File: config.mk
export PLATFORM = sky130hd
export DESIGN_NAME = nts_timestamp
export DESIGN_NICKNAME = d
export VERILOG_FILES = /design/src/common/nts_ts_api_pkg.sv /design/src/common/nts_ts_hdr_pkg.sv /design/src/hw/nts_ts_regs.sv /design/src/hw/nts_ts_capture.sv /design/src/header_tx/nts_ts_header_tx.sv /design/src/hw/nts_timestamp.sv
export VERILOG_INCLUDE_DIRS = /design/src /design/src/common
export SDC_FILE = /design/constraint.sdc
export NUM_CORES = 1
export LEC_CHECK = 0
export BUFFER_PORTS_ARGS = -buffer_cell sky130_fd_sc_hd__buf_2
export CAP_MARGIN = 20
export CORE_ASPECT_RATIO = 1.1
export CORE_MARGIN = 4
export CORE_UTILIZATION = 45
export CTS_CLUSTER_DIAMETER = 60
export DETAILED_ROUTE_END_ITERATION = 6
export GPL_ROUTABILITY_DRIVEN = 0
export HOLD_SLACK_MARGIN = 0.02
export PLACE_DENSITY = 0.69
export SLEW_MARGIN = 40
export SYNTH_ARGS = -nofsm -noshare
export SYNTH_HDL_FRONTEND = slang
export SYNTH_SLANG_ARGS = --single-unit
export TNS_END_PERCENT = 100
File: constraint.sdc
create_clock -name i_clk -period 17.7 [get_ports i_clk]
set_input_delay 3.54 -clock i_clk [delete_from_list [all_inputs] [get_ports i_clk]]
set_output_delay 3.54 -clock i_clk [all_outputs]
set_load 0.02 [all_outputs]
File: src/common/nts_ts_cfg.svh
// ------------------------------------------------
// Fixed NTP header layout, nothing here is meant to be tuned
// Addresses outside 0x10..0x14 read zero
// ------------------------------------------------
`ifndef NTS_TS_CFG_SVH
`define NTS_TS_CFG_SVH

// ------------------------------------------------
// API register map
// ------------------------------------------------
`define NTS_TS_ADDR_W          8
`define NTS_TS_ADDR_CONFIG     8'h10 // LI | VN | Mode | Stratum | Poll | Precision
`define NTS_TS_ADDR_ROOT_DELAY 8'h11
`define NTS_TS_ADDR_ROOT_DISP  8'h12
`define NTS_TS_ADDR_REF_ID     8'h13
`define NTS_TS_ADDR_TX_OFS     8'h14 // Fraction added to tx timestamp

// ------------------------------------------------
// Widths
// ------------------------------------------------
`define NTS_TS_WORD_W 32 // API word and NTP header word
`define NTS_TS_TS_W   64 // Seconds plus fraction
`define NTS_TS_BLK_W  3  // Block index 0..5

// ------------------------------------------------
// Header size
// ------------------------------------------------
`define NTS_TS_HDR_BITS   384
`define NTS_TS_HDR_BLOCKS 6   // 384 / 64

// ------------------------------------------------
// Defaults for zero config fields
// ------------------------------------------------
`define NTS_TS_DEFAULT_MODE    3'd4 // Server
`define NTS_TS_DEFAULT_STRATUM 8'd1 // Primary reference

`endif

File: src/common/nts_ts_api_pkg.sv
// ------------------------------------------------
// Types seen by the 32-bit register API
// ------------------------------------------------
`default_nettype none

`include "nts_ts_cfg.svh"

package nts_ts_api_pkg;

  // Register address, byte wide
  typedef logic [`NTS_TS_ADDR_W-1:0] api_addr_t;

  // Read and write data word
  typedef logic [`NTS_TS_WORD_W-1:0] api_word_t;

endpackage

`default_nettype wire

File: src/common/nts_ts_hdr_pkg.sv
// ------------------------------------------------
// Types of the NTP header side
// Config word layout follows the first NTP header word
// ------------------------------------------------
`default_nettype none

`include "nts_ts_cfg.svh"

package nts_ts_hdr_pkg;

  // NTP timestamp
  // Upper half seconds, lower half fraction
  typedef logic [`NTS_TS_TS_W-1:0] ntp_ts_t;

  // Index of a 64-bit header block
  typedef logic [`NTS_TS_BLK_W-1:0] hdr_block_t;

  // ------------------------------------------------
  // Config register
  // ------------------------------------------------
  // API sees a plain word, the transmitter the fields
  typedef union packed {
    logic [`NTS_TS_WORD_W-1:0] word;
    struct packed {
      logic [1:0] li;        // Leap indicator
      logic [2:0] vn;        // Zero means echo client
      logic [2:0] mode;      // Zero means server
      logic [7:0] stratum;   // Zero means 1
      logic [7:0] poll;      // Zero means echo client
      logic [7:0] precision;
    } f;
  } ntp_config_u;

endpackage

`default_nettype wire

File: src/hw/nts_ts_regs.sv
// ------------------------------------------------
// Server header registers, write next cycle, read combinational
// Unmapped addresses read zero, writes to them are dropped
// ------------------------------------------------
`default_nettype none

`include "nts_ts_cfg.svh"

module nts_ts_regs
  import nts_ts_api_pkg::*, nts_ts_hdr_pkg::*;
(
  input  wire logic        i_clk,
  input  wire logic        i_areset,

  input  wire logic        i_api_cs,
  input  wire logic        i_api_we,
  input  wire api_addr_t   i_api_address,
  input  wire api_word_t   i_api_write_data,
  output      api_word_t   o_api_read_data,

  output      ntp_config_u o_config,
  output      api_word_t   o_root_delay,
  output      api_word_t   o_root_disp,
  output      api_word_t   o_ref_id,
  output      api_word_t   o_tx_ofs
);

  ntp_config_u config_q;
  api_word_t   root_delay_q;
  api_word_t   root_disp_q;
  api_word_t   ref_id_q;
  api_word_t   tx_ofs_q;

  logic        wr;              // Qualified write
  logic        config_we;
  logic        root_delay_we;
  logic        root_disp_we;
  logic        ref_id_we;
  logic        tx_ofs_we;

  // ------------------------------------------------
  // Address decode
  // ------------------------------------------------
  assign wr            = i_api_cs && i_api_we;
  assign config_we     = wr && (i_api_address == `NTS_TS_ADDR_CONFIG);
  assign root_delay_we = wr && (i_api_address == `NTS_TS_ADDR_ROOT_DELAY);
  assign root_disp_we  = wr && (i_api_address == `NTS_TS_ADDR_ROOT_DISP);
  assign ref_id_we     = wr && (i_api_address == `NTS_TS_ADDR_REF_ID);
  assign tx_ofs_we     = wr && (i_api_address == `NTS_TS_ADDR_TX_OFS);

  // ------------------------------------------------
  // Register update
  // ------------------------------------------------
  always_ff @(posedge i_clk or posedge i_areset) begin
    if (i_areset) begin
      config_q     <= '0;
      root_delay_q <= '0;
      root_disp_q  <= '0;
      ref_id_q     <= '0;
      tx_ofs_q     <= '0;
    end else begin
      if (config_we)     config_q.word <= i_api_write_data; // Raw word, fields decoded later
      if (root_delay_we) root_delay_q  <= i_api_write_data;
      if (root_disp_we)  root_disp_q   <= i_api_write_data;
      if (ref_id_we)     ref_id_q      <= i_api_write_data;
      if (tx_ofs_we)     tx_ofs_q      <= i_api_write_data;
    end
  end

  // ------------------------------------------------
  // Read mux
  // ------------------------------------------------
  always_comb begin
    o_api_read_data = '0;         // Unmapped reads zero
    if (i_api_cs && !i_api_we) begin
      case (i_api_address)
        `NTS_TS_ADDR_CONFIG:     o_api_read_data = config_q.word;
        `NTS_TS_ADDR_ROOT_DELAY: o_api_read_data = root_delay_q;
        `NTS_TS_ADDR_ROOT_DISP:  o_api_read_data = root_disp_q;
        `NTS_TS_ADDR_REF_ID:     o_api_read_data = ref_id_q;
        `NTS_TS_ADDR_TX_OFS:     o_api_read_data = tx_ofs_q;
        default:                 o_api_read_data = '0;
      endcase
    end
  end

  // Values to header builder and capture
  assign o_config     = config_q;
  assign o_root_delay = root_delay_q;
  assign o_root_disp  = root_disp_q;
  assign o_ref_id     = ref_id_q;
  assign o_tx_ofs     = tx_ofs_q;

endmodule

`default_nettype wire

File: src/hw/nts_ts_capture.sv
// ------------------------------------------------
// Request capture, loads one cycle after the strobe
// Tx offset counts in fraction units and carries into seconds
// ------------------------------------------------
`default_nettype none

`include "nts_ts_cfg.svh"

module nts_ts_capture
  import nts_ts_api_pkg::*, nts_ts_hdr_pkg::*;
(
  input  wire logic                      i_clk,
  input  wire logic                      i_areset,

  input  wire ntp_ts_t                   i_ntp_time,

  // From transmitter
  input  wire logic                      i_load,      // Transmit accepted
  input  wire logic                      i_idle,

  // From parser
  input  wire logic                      i_record_rx,
  input  wire ntp_ts_t                   i_origin_ts,
  input  wire logic [2:0]                i_version,
  input  wire logic [7:0]                i_poll,

  // From register bank
  input  wire api_word_t                 i_tx_ofs,

  output      ntp_ts_t                   o_origin_ts,
  output      ntp_ts_t                   o_rx_ts,
  output      ntp_ts_t                   o_tx_ts,
  output      logic [`NTS_TS_WORD_W-1:0] o_ref_seconds,
  output      logic [2:0]                o_version,
  output      logic [7:0]                o_poll
);

  ntp_ts_t                   origin_ts_q;
  ntp_ts_t                   rx_ts_q;
  ntp_ts_t                   tx_ts_q;
  logic [`NTS_TS_WORD_W-1:0] ref_seconds_q;
  logic [2:0]                version_q;
  logic [7:0]                poll_q;

  ntp_ts_t                   tx_ts_next;   // Now plus offset
  logic [`NTS_TS_WORD_W-1:0] now_seconds;

  assign now_seconds = i_ntp_time[`NTS_TS_TS_W-1 -: `NTS_TS_WORD_W];

  // Offset lands in fraction half
  assign tx_ts_next = i_ntp_time + {{(`NTS_TS_TS_W - `NTS_TS_WORD_W){1'b0}}, i_tx_ofs};

  // ------------------------------------------------
  // Receive timestamp
  // ------------------------------------------------
  // Frozen while a reply is being served
  always_ff @(posedge i_clk or posedge i_areset) begin
    if (i_areset) begin
      rx_ts_q <= '0;
    end else if (i_idle && i_record_rx) begin
      rx_ts_q <= i_ntp_time;
    end
  end

  // ------------------------------------------------
  // Transmit time fields
  // ------------------------------------------------
  always_ff @(posedge i_clk or posedge i_areset) begin
    if (i_areset) begin
      origin_ts_q   <= '0;
      tx_ts_q       <= '0;
      ref_seconds_q <= '0;
      version_q     <= '0;
      poll_q        <= '0;
    end else if (i_load) begin
      origin_ts_q   <= i_origin_ts;          // Echoed back to client
      tx_ts_q       <= tx_ts_next;
      ref_seconds_q <= now_seconds - 1'b1;   // Assume last sync at previous second
      version_q     <= i_version;
      poll_q        <= i_poll;
    end
  end

  assign o_origin_ts   = origin_ts_q;
  assign o_rx_ts       = rx_ts_q;
  assign o_tx_ts       = tx_ts_q;
  assign o_ref_seconds = ref_seconds_q;
  assign o_version     = version_q;
  assign o_poll        = poll_q;

endmodule

`default_nettype wire

File: src/header_tx/nts_ts_header_tx.sv
// ------------------------------------------------
// NTP reply header served as six 64-bit blocks, MSB first
// Data is combinational from registers and index, no FIFO behind it
// ------------------------------------------------
`default_nettype none

`include "nts_ts_cfg.svh"

module nts_ts_header_tx
  import nts_ts_api_pkg::*, nts_ts_hdr_pkg::*;
(
  input  wire logic                      i_clk,
  input  wire logic                      i_areset,

  input  wire logic                      i_parser_transmit,
  input  wire logic                      i_parser_clear,     // Aborts a reply
  input  wire logic                      i_tx_read,

  // Register values
  input  wire ntp_config_u               i_config,
  input  wire api_word_t                 i_root_delay,
  input  wire api_word_t                 i_root_disp,
  input  wire api_word_t                 i_ref_id,

  // Captured fields
  input  wire ntp_ts_t                   i_origin_ts,
  input  wire ntp_ts_t                   i_rx_ts,
  input  wire ntp_ts_t                   i_tx_ts,
  input  wire logic [`NTS_TS_WORD_W-1:0] i_ref_seconds,
  input  wire logic [2:0]                i_version,
  input  wire logic [7:0]                i_poll,

  output      logic                      o_load,
  output      logic                      o_idle,
  output      logic                      o_tx_empty,
  output      hdr_block_t                o_tx_block,
  output      logic [`NTS_TS_TS_W-1:0]   o_tx_data
);

  localparam hdr_block_t LAST_BLOCK = hdr_block_t'(`NTS_TS_HDR_BLOCKS - 1);

  logic                         tx_active_q;   // 0 idle, 1 serving blocks
  hdr_block_t                   block_q;
  ntp_config_u                  hdr_word0;     // First header word after defaults
  ntp_ts_t                      ref_ts;
  logic [`NTS_TS_HDR_BITS-1:0]  hdr;

  // ------------------------------------------------
  // Transmit state and block counter
  // ------------------------------------------------
  always_ff @(posedge i_clk or posedge i_areset) begin
    if (i_areset) begin
      tx_active_q <= 1'b0;
      block_q     <= '0;
    end else if (i_parser_clear) begin
      tx_active_q <= 1'b0;               // Clear wins over everything
      block_q     <= '0;
    end else if (!tx_active_q) begin
      block_q <= '0;
      if (i_parser_transmit) tx_active_q <= 1'b1;
    end else if (i_tx_read) begin
      if (block_q == LAST_BLOCK) begin
        tx_active_q <= 1'b0;             // Last block consumed
        block_q     <= '0;
      end else begin
        block_q <= block_q + 1'b1;
      end
    end
  end

  assign o_idle     = !tx_active_q;
  assign o_load     = i_parser_transmit && !tx_active_q; // Strobe while busy is dropped
  assign o_tx_empty = !tx_active_q;
  assign o_tx_block = block_q;

  // ------------------------------------------------
  // Defaults for zero config fields
  // ------------------------------------------------
  always_comb begin
    hdr_word0           = i_config;      // LI and precision pass as written
    if (i_config.f.vn == '0)      hdr_word0.f.vn      = i_version;
    if (i_config.f.mode == '0)    hdr_word0.f.mode    = `NTS_TS_DEFAULT_MODE;
    if (i_config.f.stratum == '0) hdr_word0.f.stratum = `NTS_TS_DEFAULT_STRATUM;
    if (i_config.f.poll == '0)    hdr_word0.f.poll    = i_poll;
  end

  // Reference time has zero fraction
  assign ref_ts = {i_ref_seconds, {(`NTS_TS_TS_W - `NTS_TS_WORD_W){1'b0}}};

  // ------------------------------------------------
  // Header assembly and block mux
  // ------------------------------------------------
  assign hdr = {hdr_word0.word,
                i_root_delay,
                i_root_disp,
                i_ref_id,
                ref_ts,
                i_origin_ts,
                i_rx_ts,
                i_tx_ts};

  // Block 0 is the top 64 bits
  always_comb begin
    o_tx_data = '0;
    if (block_q <= LAST_BLOCK) begin
      o_tx_data = hdr[(int'(LAST_BLOCK) - int'(block_q)) * `NTS_TS_TS_W +: `NTS_TS_TS_W];
    end
  end

endmodule

`default_nettype wire

File: src/hw/nts_timestamp.sv
// ------------------------------------------------
// NTP server timestamp block, wiring only
// ------------------------------------------------
`default_nettype none

`include "nts_ts_cfg.svh"

module nts_timestamp
  import nts_ts_api_pkg::*, nts_ts_hdr_pkg::*;
(
  input  wire logic                     i_clk,
  input  wire logic                     i_areset,   // Async, active high

  input  wire ntp_ts_t                  i_ntp_time,

  // Parser side
  input  wire logic                     i_parser_transmit,
  input  wire logic                     i_parser_record_receive_timestamp,
  input  wire logic                     i_parser_clear,
  input  wire ntp_ts_t                  i_parser_origin_timestamp,
  input  wire logic [2:0]               i_parser_version_number,
  input  wire logic [7:0]               i_parser_poll,

  // Header consumer
  input  wire logic                     i_tx_read,
  output      logic                     o_tx_empty,
  output      hdr_block_t               o_tx_ntp_header_block,
  output      logic [`NTS_TS_TS_W-1:0]  o_tx_ntp_header_data,

  // API
  input  wire logic                     i_api_cs,
  input  wire logic                     i_api_we,
  input  wire api_addr_t                i_api_address,
  input  wire api_word_t                i_api_write_data,
  output      api_word_t                o_api_read_data
);

  // Register values
  ntp_config_u config_word;
  api_word_t   root_delay;
  api_word_t   root_disp;
  api_word_t   ref_id;
  api_word_t   tx_ofs;

  // Transmitter control to capture
  logic        load;
  logic        idle;

  // Captured request fields
  ntp_ts_t                   origin_ts;
  ntp_ts_t                   rx_ts;
  ntp_ts_t                   tx_ts;
  logic [`NTS_TS_WORD_W-1:0] ref_seconds;
  logic [2:0]                version;
  logic [7:0]                poll;

  nts_ts_regs regs_i (
    .i_clk            (i_clk),
    .i_areset         (i_areset),
    .i_api_cs         (i_api_cs),
    .i_api_we         (i_api_we),
    .i_api_address    (i_api_address),
    .i_api_write_data (i_api_write_data),
    .o_api_read_data  (o_api_read_data),
    .o_config         (config_word),
    .o_root_delay     (root_delay),
    .o_root_disp      (root_disp),
    .o_ref_id         (ref_id),
    .o_tx_ofs         (tx_ofs)
  );

  nts_ts_capture capture_i (
    .i_clk         (i_clk),
    .i_areset      (i_areset),
    .i_ntp_time    (i_ntp_time),
    .i_load        (load),
    .i_idle        (idle),
    .i_record_rx   (i_parser_record_receive_timestamp),
    .i_origin_ts   (i_parser_origin_timestamp),
    .i_version     (i_parser_version_number),
    .i_poll        (i_parser_poll),
    .i_tx_ofs      (tx_ofs),
    .o_origin_ts   (origin_ts),
    .o_rx_ts       (rx_ts),
    .o_tx_ts       (tx_ts),
    .o_ref_seconds (ref_seconds),
    .o_version     (version),
    .o_poll        (poll)
  );

  nts_ts_header_tx header_tx_i (
    .i_clk             (i_clk),
    .i_areset          (i_areset),
    .i_parser_transmit (i_parser_transmit),
    .i_parser_clear    (i_parser_clear),
    .i_tx_read         (i_tx_read),
    .i_config          (config_word),
    .i_root_delay      (root_delay),
    .i_root_disp       (root_disp),
    .i_ref_id          (ref_id),
    .i_origin_ts       (origin_ts),
    .i_rx_ts           (rx_ts),
    .i_tx_ts           (tx_ts),
    .i_ref_seconds     (ref_seconds),
    .i_version         (version),
    .i_poll            (poll),
    .o_load            (load),
    .o_idle            (idle),
    .o_tx_empty        (o_tx_empty),
    .o_tx_block        (o_tx_ntp_header_block),
    .o_tx_data         (o_tx_ntp_header_data)
  );

endmodule

`default_nettype wire

After elaboration in Yosys (flattened, before gate mapping). Cells that the tools add are included.

Register bits: 399. Bits of input ports: 187. Output and inout bits: 100.

Order comparisons: 1. Reductions and logical operators: 15. Shift-type cells: 1. Multiplexer cells: 16. Equal/unequal tests: 7. Add/sub/neg operators: 4.

Operators by type and width (count): $shiftx 384x32->64 (1); $pmux 32 s5 (1); $add 64x32->64 (1); $mux 64 (1); $eq 8x5->1 const B (5); $mux 32 (1); $sub 32x1->32 const B (1); $mux 3 (6); $logic_not 8->1 (2); $mux 8 (2); $logic_and 1x1->1 (9); $logic_not 3->1 (2); $mux 1 (5); $sub 3x3->4 const A (1); $add 3x1->3 const B (1); $eq 3x3->1 const B (1); $le 3x3->1 const B (1); $ne 3x3->1 const B (1); $logic_not 1->1 (2).

Depth between registers and ports, before layout. Gate-level depths: netlist of the first run.

Word-level depth: 5. Depth in mapped cells: 11. Mapped depth without buffers: 10.

Modules after synthesis. A second synthesis of the first run with hierarchy kept.

Cell total of the unflattened synthesis: 1932. Area total of the unflattened synthesis: 22482.8 µm².

By module, submodules not included: nts_ts_capture (instances 1, area each 11669.9 µm², cells each 1049); nts_ts_regs (instances 1, area each 7599.8 µm², cells each 544); nts_ts_header_tx (instances 1, area each 3213.1 µm², cells each 339).

Least setup slack after synthesis of the first run. Ideal clock, no wire load.

Kind: input-to-output. Start: input port i_api_address[5]. End: output port o_api_read_data[10]. Setup slack: 9005 ps. Stages: 9. Data arrival time: 5155 ps. Path through: nand2b_1 -> nor4_1 -> nor2b_1 -> buf_2 -> and2_1 -> clkbuf_1 -> clkbuf_1 -> a222oi_1 -> nor2_1.

Cells in the longest elaborated chain, start to end: 3.

RTL lines: start, declared (line nts_timestamp.sv:33) `input wire api_addr_t i_api_address,`; $eq 8x5->1 (line nts_ts_regs.sv:76) `case (i_api_address)`; $pmux 32 s5 * (line nts_ts_regs.sv:76); $mux 32 * (line nts_ts_regs.sv:75) `if (i_api_cs && !i_api_we) begin`; end, declared (line nts_timestamp.sv:35) `output api_word_t o_api_read_data`.

Mark *: on every way between the ends. The rest lies on a longest branch, timed or not.

Final worst setup path of the first run.
Start: input port i_api_address[0]. End: output port o_api_read_data[1].

Same word-level chain as after synthesis.

==> results of run 1 <==
where the power goes:
group	switching, mW	leakage [nW]	total [mW]	internal (mW)
Sequential	0.0573	5.14	1.05	0.997
Combinational	0.192	6.36	0.304	0.113
Clock	0.407	0.841	1.06	0.655
Total	0.656	12.3	2.42	1.76
worst max-delay path, stage by stage:
cell	delay (ps)
buf_2	90
buf_4	500
nor2_1	130
and3_1	210
buf_4	290
o21ai_2	690
buf_4	420
nor2_1	140
buf_2	180
metal layers:
metal	wire length [µm]	share of wire (%)	GRT usage, %	up-vias
li1	-	-	-	8417
met1	30900	41	38.4	9335
met2	35200	47	45.4	933
met3	6020	8.0	5.11	212
met4	3400	4.5	12.7	12
met5	76	0.10	0	-
stage by stage:
step           std cells  setup WS (ps)
2_1_floorplan       2276           3060
3_3_place_gp        3057           8050
3_5_place_dp        3059           7980
4_1_cts             3144           7990
5_1_grt             3146           7860
6_report            3146           7890
area by class of cell:
cell class,instances,area [µm²]
Fill cell,4346,22400
Tap cell,645,807
Sequential cell,399,9990
Timing Repair Buffer,318,1730
Clock inverter,23,330
Clock buffer,62,1360
Multi-Input combinational cell,1679,11200
Inverter,20,82.6
registers in the layout, summed over array words and instances (netlist names):
name                     flops
capture_i.o_origin_ts       64
capture_i.o_poll             8
capture_i.o_ref_seconds     32
capture_i.o_rx_ts           64
capture_i.o_tx_ts           64
capture_i.o_version          3
header_tx_i.o_tx_block       3
header_tx_i.tx_active_q      1
regs_i.o_config             32
regs_i.o_ref_id             32
regs_i.o_root_delay         32
regs_i.o_root_disp          32
regs_i.o_tx_ofs             32
placed cells by master, fill, tap and decap left out, drive strengths merged, types with 30 or more instances in the layout:
cell type  synthesis  routed
a21oi             96      96
o221ai            32      32
xnor2             44      44
nor2             128     128
a211oi            36      36
mux2             243     243
clkbuf           141      64
buf               37     316
mux4              32      32
ha                37      37
a22oi             30      30
a222oi            32      32
nand2            592     592
a22o              32      32
dfrtp            399     399
xor2              33      33
o21ai            116     116
kinds of logic after synthesis:
family	Yosys count	share of synthesized area [%]
flip-flops	399	45.6
AO/OA/AOI/OAI	442	13.6
multiplexers	276	15.8
buffers and inverters	198	3.51
adder cells (fa/ha/maj)	38	2.21
XOR/XNOR	77	3.08
AND/OR/NAND/NOR	846	16.1
synthesized netlist by cell type, types with 12 or more instances:
library cell	count	area [µm²]
a211oi_1	35	263
inv_1	18	67.6
dfrtp_1	399	9980
and3_1	12	75.1
a21oi_1	96	480
o21ai_0	111	556
o221ai_1	32	280
xor2_1	33	289
a22oi_1	30	225
nand3_1	28	140
buf_1	25	93.8
ha_1	37	463
clkbuf_1	140	526
a222oi_1	32	320
nand2_1	590	2210
xnor2_1	44	385
mux2_2	243	2740
a21o_1	14	105
nand4_1	20	125
a22o_1	32	280
a31oi_1	14	87.6
mux4_2	32	721
nor2_1	128	480
how the worst min path moves through the flow:
stage / to / start
after detailed placement: capture_i.o_rx_ts[63] / capture_i.o_rx_ts[63]
after global routing: capture_i.o_rx_ts[63] / capture_i.o_rx_ts[63]
after CTS: capture_i.o_rx_ts[15] / capture_i.o_rx_ts[15]
final: capture_i.o_rx_ts[15] / capture_i.o_rx_ts[15]
after floorplan: capture_i.o_ref_seconds[6] / capture_i.o_ref_seconds[6]
after global placement: capture_i.o_rx_ts[14] / capture_i.o_rx_ts[14]
==> flow_summary.ini, run 1 <==
[synthesis]
ys.flop_type = dfrtp_1
yosys.cell_types.count = 71
ys_seq_area_share_pct = 45.6
synth-async-reset-ratio_pct = 100
syn_area_um2 = 21900
synth_cells = 2276
yosysWarnings = 0
avgSynthCellArea_um2 = 9.62
syn-num-nets = 2501
yosys_register_bits = 399
synth_edf_count = 0

[sta]
maxSlewHeadroom_pct = 35.6
slew_violations = 0
rsz0062_at_grt = no
finalSetupViolCount = 0
setup-tns-final_ps = 0
finClkSkew_ps = 15.0
fin_crit_ps = 9810
hold_ws_ps = 470
tightest_slew_ps = 956
hold_viol = 0
fmaxAchievable_mhz = 102
fin_crit_sh_pct = 55.4

[cells_and_area]
layout-drive-gt1-share_pct = 28.5
antenna_cells = 0
nets = 2689
final_area_um2 = 25500
final_util_pct = 53.3
area_growth_pct = 16.6

[cts]
cts.sinks = 399
clkLatencyLatePin_ps = 590
clockBufferDepth = 3
cts_buffers = 46
clk_pin_slew_ps = 60
cts-resized-gates = 0
clockRootBuffer = clkbuf_16
cts_setup_buffers = 0
ctsHoldBuffers = 0
cts_tree = built
htree_levels = 2

[routing]
antenna_left = 0
drc = 9
vias = 18900
vias_per_cell = 6.01
routed_wl_mm = 75.5
firstDrtPassIters = 7
wire_per_inst_um = 24.0
drt_iter0_drc = 2191

[place]
numPortBuffers = 286
placed_cell_area_um2 = 23800
dp_hpwl_mm = 51.6

[outcome]
status = finished, violations left
failed_checks = DRC

[critical_path]
reg2regPathDepth = 10
r2r-end = capture_i.o_tx_ts[32]
worstPathArrival_ps = 6270
r2r-start = regs_i.o_tx_ofs[0]
path_class = in -> out
end_kind = output pin
cp_data_required_time_ps = 14160
rrSetupSlack_ps = 13910
crit_end = o_api_read_data[1]
cp-startpoint = i_api_address[0]
cp_max_fo = 34
cp-start-kind = input port

[floorplanning]
dieArea_um2 = 52200
boundaryPins = 287
die_w_um = 218
core.rowCount = 84
die_h_um = 239
initial_core_util_pct = 45.7
fp.coreArea_um2 = 47900

[hold_path]
worstHoldPathType = reg -> reg
hold-path-cell-count = 2

[power]
power_mw = 2.42
power_density_nw_per_um2 = 94.9
p_leak_nw = 12.3
vdd_drop_max_uv = 52.4

[global_route]
track_usage_pct = 28.5
antenna_found_initial = 7
grt_first_pass_wirelength_mm = 115
overflow = 0
grt_pass1_vias = 19000
grt_max_degree = 101

[run]
cap_violations = 0
No activity file was read; power rests on OpenSTA's default activity.
==> run 2, diff against run 1 <==
Settings changed: PLACE_DENSITY 0.69 to 0.71.
Clock period 17.7 ns to 8.7 ns, I/O delays scaled along.
==> run 2 against run 1 <==
Compared with the run above: largest cell class unchanged; final area shrank 0.49%; highest routed layer unchanged; the flow still finishes with violations (DRC); register-to-register slack lost 9100 ps; first-iteration DRC count shrank 2.4%; sequential power grew 100%; worst hold slack gained 1.1 ps; critical endpoint is now o_api_read_data[17]; setup slack lost 5400 ps; global-route usage shrank 0.44 points.
==> flow_summary.ini, run 2 (synthesis results as in run 1) <==
[outcome]
status = finished, violations left
failed_checks = DRC

[place]
placed_cell_area_um2 = 23800
dp_hpwl_mm = 51.1
numPortBuffers = 286

[routing]
antenna_left = 0
routed_wl_mm = 74.6
drc = 19
wire_per_inst_um = 23.7
firstDrtPassIters = 7
vias = 18800
drt_iter0_drc = 2139
vias_per_cell = 5.99

[sta]
fin_crit_ps = 6250
fmaxAchievable_mhz = 160
fin_crit_sh_pct = 71.8
finalSetupViolCount = 0
tightest_slew_ps = 1030
slew_violations = 0
hold_ws_ps = 471
finClkSkew_ps = 14.4
rsz0062_at_grt = no
maxSlewHeadroom_pct = 30.9
hold_viol = 0
setup-tns-final_ps = 0

[cells_and_area]
layout-drive-gt1-share_pct = 28.0
regArea_um2 = 9990
final_cell_mix = nand2_1, dfrtp_1, buf_2, mux2_2, nor2_1
final_area_um2 = 25400
nets = 2689
area_growth_pct = 16.0
fillers = 4284
multi_input_area_um2 = 11200
final_common_cell = nand2_1
final_util_pct = 53.0

[cts]
cts_buffers = 46
clkLatencyLatePin_ps = 580
ctsHoldBuffers = 0
cts.sinks = 399
clockRootBuffer = clkbuf_16
htree_levels = 2
clk_pin_slew_ps = 60
clockBufferDepth = 3
cts-resized-gates = 0
cts_tree = built
cts_setup_buffers = 0

[floorplanning]
dieArea_um2 = 52200
initial_core_util_pct = 45.7
fp.coreArea_um2 = 47900
die_w_um = 218
die_h_um = 239
core.rowCount = 84
boundaryPins = 287

[critical_path]
cp-start-kind = input port
end_kind = output pin
cp_cell_sequence = buf_2, buf_4, nor2_1, and3_1, buf_4, o21ai_2, buf_4, nor2_1, buf_2
slowest_stage = o21ai_2
cp_max_fo = 34
cp_data_required_time_ps = 6960
critPathMaxStageDelay_ps = 690
cp_common_cell = buf_4
path_class = in -> out
worstPathArrival_ps = 4510

[power]
vdd_drop_max_uv = 144
power_density_nw_per_um2 = 186
p_leak_nw = 12.3

[run]
cap_violations = 0

[global_route]
track_usage_pct = 28.1
grt_max_degree = 153
antenna_found_initial = 5
grt_first_pass_wirelength_mm = 114
overflow = 0
grt_pass1_vias = 19000

[hold_path]
worstHoldPathType = reg -> reg
==> run 2: cell type report <==
type                            instances  share of cell area [%]
Multi-Input combinational cell       1679                    44.2
Tap cell                              645                    3.18
Inverter                               20                   0.310
Clock inverter                         11                   0.374
Sequential cell                       399                    39.3
Antenna cell                            4                  0.0394
Clock buffer                           73                    5.62
Timing Repair Buffer                  318                    7.00
==> run 2: stage by stage <==
step / setup slack, ps / cells / power, mW
5_1_grt: 2370 / 3146 / 4.91
4_1_cts: 2470 / 3141 / 4.74
2_1_floorplan: 1590 / 2276 / 2.53
3_5_place_dp: 2470 / 3057 / 2.78
3_3_place_gp: 2520 / 3057 / 2.76
6_report: 2450 / 3149 / 4.73
==> run 2: layer usage <==
| layer | track usage (%) | wire length [µm] | up-vias | share of wire [%] |
|---|---|---|---|---|
| met5 | 0 | 35 | - | 0.047 |
| met4 | 10.8 | 2670 | 6 | 3.6 |
| met3 | 6.27 | 6980 | 175 | 9.4 |
| met2 | 45.6 | 35400 | 936 | 47 |
| met1 | 36.9 | 29500 | 9321 | 40 |
| li1 | - | - | 8409 | - |
==> run 2: power breakdown <==
group	switching, mW	internal, mW
clock network	0.808	1.15
registers	0.116	2.03
logic	0.390	0.233
total	1.31	3.42
==> run 2: path summary, 6_finish.rpt <==
path	start	to	slack (ps)	cells past startpoint
max in group asynchronous	i_areset	capture_i.o_ref_seconds[27]	5960	5
min in group asynchronous	i_areset	regs_i.o_tx_ofs[4]	1380	3
setup / recovery	i_api_address[0]	o_api_read_data[17]	2450	9
hold reg to reg	capture_i.o_rx_ts[7]	capture_i.o_rx_ts[7]	470	2
setup reg to reg	regs_i.o_tx_ofs[0]	capture_i.o_tx_ts[32]	4860	10
hold / removal	capture_i.o_rx_ts[7]	capture_i.o_rx_ts[7]	470	2
==> run 2: critical path, delay by kind of cell <==
family,cells,cell delay [ps]
AOI/OAI and AO/OA,1,690
and+or+nand+nor,3,370
buffers and inverters,5,1650
==> run 3, diff against run 2 <==
Settings changed: ABC_AREA set to 1.
Clock period 8.7 ns to 5.1 ns, I/O delays scaled along.
==> run 3 against run 2 <==
Compared with the run above: the flow now finishes without violations; area after synthesis grew 7.0%; global-route usage grew 3.8 points; final cell count grew 35%; synthesized cell count grew 47%; clock skew grew 5.9 ps; clock power grew 64%; register-to-register slack lost 2400 ps; critical endpoint is now o_tx_ntp_header_data[34]; highest routed layer unchanged.
==> flow_summary.ini, run 3 <==
[outcome]
status = completed

[sta]
rsz0062_at_grt = no
maxSlewHeadroom_pct = 44.7
setup-tns-final_ps = 0
fin_crit_sh_pct = 90.9
fmaxAchievable_mhz = 216
finClkSkew_ps = 20.4
hold_viol = 0
slew_violations = 0
tightest_slew_ps = 824
fin_crit_ps = 4640
finalSetupViolCount = 0

[power]
switching_share_pct = 32.1
pwr-share-comb_pct = 19.1
power_mw = 8.85
clock_power_share_pct = 36.4
p_leak_nw = 13.4
p_sw_mw = 2.84
power_density_nw_per_um2 = 329
p_int_mw = 6.01
vdd_drop_max_uv = 229
power_frac_seq_pct = 44.5

[global_route]
overflow = 0
grt_max_degree = 146
grt_pass1_vias = 22200
track_usage_pct = 31.9
antenna_found_initial = 11
grt_first_pass_wirelength_mm = 136

[floorplanning]
fp.coreArea_um2 = 51400
core.rowCount = 87
die_w_um = 226
boundaryPins = 287
initial_core_util_pct = 45.6
die_h_um = 247
dieArea_um2 = 55800

[synthesis]
synth_commonest_cells = nand2_1, dfrtp_1, o21ai_0, inv_1, nor2_1
syn-num-nets = 3560
synth_edf_count = 0
ys.flop_type = dfrtp_1
ys_seq_area_share_pct = 42.6
yosys.cell_types.count = 47
synth_cells = 3335
yosys_register_bits = 399
synth_largest_area_cell = dfrtp_1
yosysMostFrequentCell = nand2_1
synth_top_area_share_pct = 42.6
yosysWarnings = 0
syn_area_um2 = 23400
synth-async-reset-ratio_pct = 100
synth.area.top_cells = dfrtp_1, nand2_1, o21ai_0, inv_1, nor2_1
avgSynthCellArea_um2 = 7.02

[cts]
cts_buffers = 45
cts-resized-gates = 0
clk_pin_slew_ps = 60
cts_setup_buffers = 0
ctsHoldBuffers = 0
htree_levels = 2
cts_tree = built
cts.sinks = 399
clockBufferDepth = 3
clockRootBuffer = clkbuf_16
clkLatencyLatePin_ps = 600

[cells_and_area]
layout-drive-gt1-share_pct = 13.1
area_growth_pct = 14.9
final_common_cell = nand2_1
final_cell_mix = nand2_1, dfrtp_1, o21ai_0, inv_1, nor2_1
nets = 3757

[critical_path]
critPathMaxStageDelay_ps = 580
reg2regPathDepth = 15
cp-start-kind = flop
r2r-end = capture_i.o_tx_ts[54]
r2r-start = regs_i.o_tx_ofs[0]
worstPathArrival_ps = 3620
cp_cell_sequence = buf_4, inv_2, ha_1, buf_4, nor2_2, clkinv_1, a21oi_1, o21ai_0, a21oi_1, buf_2
slowest_stage = clkinv_1
end_kind = output pin
cp_data_required_time_ps = 4080
rrSetupSlack_ps = 2430
path_buf_inv = 5
cp_max_fo = 53
critical_path.top_delay_family = buffers and inverters
path_class = reg -> out

[routing]
vias = 24000
wire_per_inst_um = 21.6
drc = 0
firstDrtPassIters = 6
routed_wl_mm = 91.3
drt_iter0_drc = 3443
antenna_left = 0
vias_per_cell = 5.67

[run]
cap_violations = 0

[hold_path]
worstHoldPathType = in -> async

[place]
dp_hpwl_mm = 67.9
numPortBuffers = 286
## run 3: cells by family after synthesis
group / after synthesis / synth area share (%)
compound gates: 718 / 16.4
simple gates: 1591 / 27.4
fa+ha+maj: 38 / 2.06
xor+xnor: 43 / 1.61
buf+inv: 514 / 8.41
flops: 399 / 42.6
mux: 32 / 1.54
## run 3: power groups by stage
stage	sequential (mW)	combinational, mW	clock [mW]
after floorplan	3.87	1.09	0
after global placement	3.97	1.63	0
after detailed placement	3.97	1.65	0
after CTS	3.92	1.66	3.23
after global routing	3.98	1.87	3.37
final	3.93	1.69	3.22
## run 3: area by class of cell
type | instances | area, µm²
Antenna cell | 6 | 15.0
Clock buffer | 64 | 1290
Clock inverter | 16 | 151
Fill cell | 5012 | 24500
Inverter | 340 | 1280
Multi-Input combinational cell | 2422 | 11500
Sequential cell | 399 | 9990
Tap cell | 667 | 835
Timing Repair Buffer | 324 | 1850
## run 3: how the worst max path moves through the flow
stage	startpoint	end	slack, ps	depth (start not counted)
6_report	header_tx_i.o_tx_block[1]	o_tx_ntp_header_data[34]	460	10
5_1_grt	header_tx_i.o_tx_block[1]	o_tx_ntp_header_data[34]	290	10
4_1_cts	header_tx_i.o_tx_block[1]	o_tx_ntp_header_data[34]	510	10
3_5_place_dp	i_api_address[3]	o_api_read_data[28]	980	9
3_3_place_gp	i_api_address[3]	o_api_read_data[28]	1020	9
2_1_floorplan	i_areset	capture_i.o_origin_ts[0]	-1290	1
## run 3: routing by layer
metal	global-route usage [%]	up-vias	share of wire, %
met1	43.8	11200	40
met4	12.9	10	4.6
met5	0	-	0.089
met3	8.65	210	12
met2	48.1	1360	44
li1	-	11200	-
## run 3: stage by stage
stage	setup slack (ps)	utilization [%]	instance area, µm²	instances	hold slack (ps)
after CTS	512	52.3	26900	4231	477
after global routing	293	52.4	26900	4236	374
after global placement	1020	49.5	25400	4151	459
final	462	52.4	26900	4238	370
after floorplan	-1290	-	23400	3335	444
after detailed placement	985	49.5	25400	4151	460
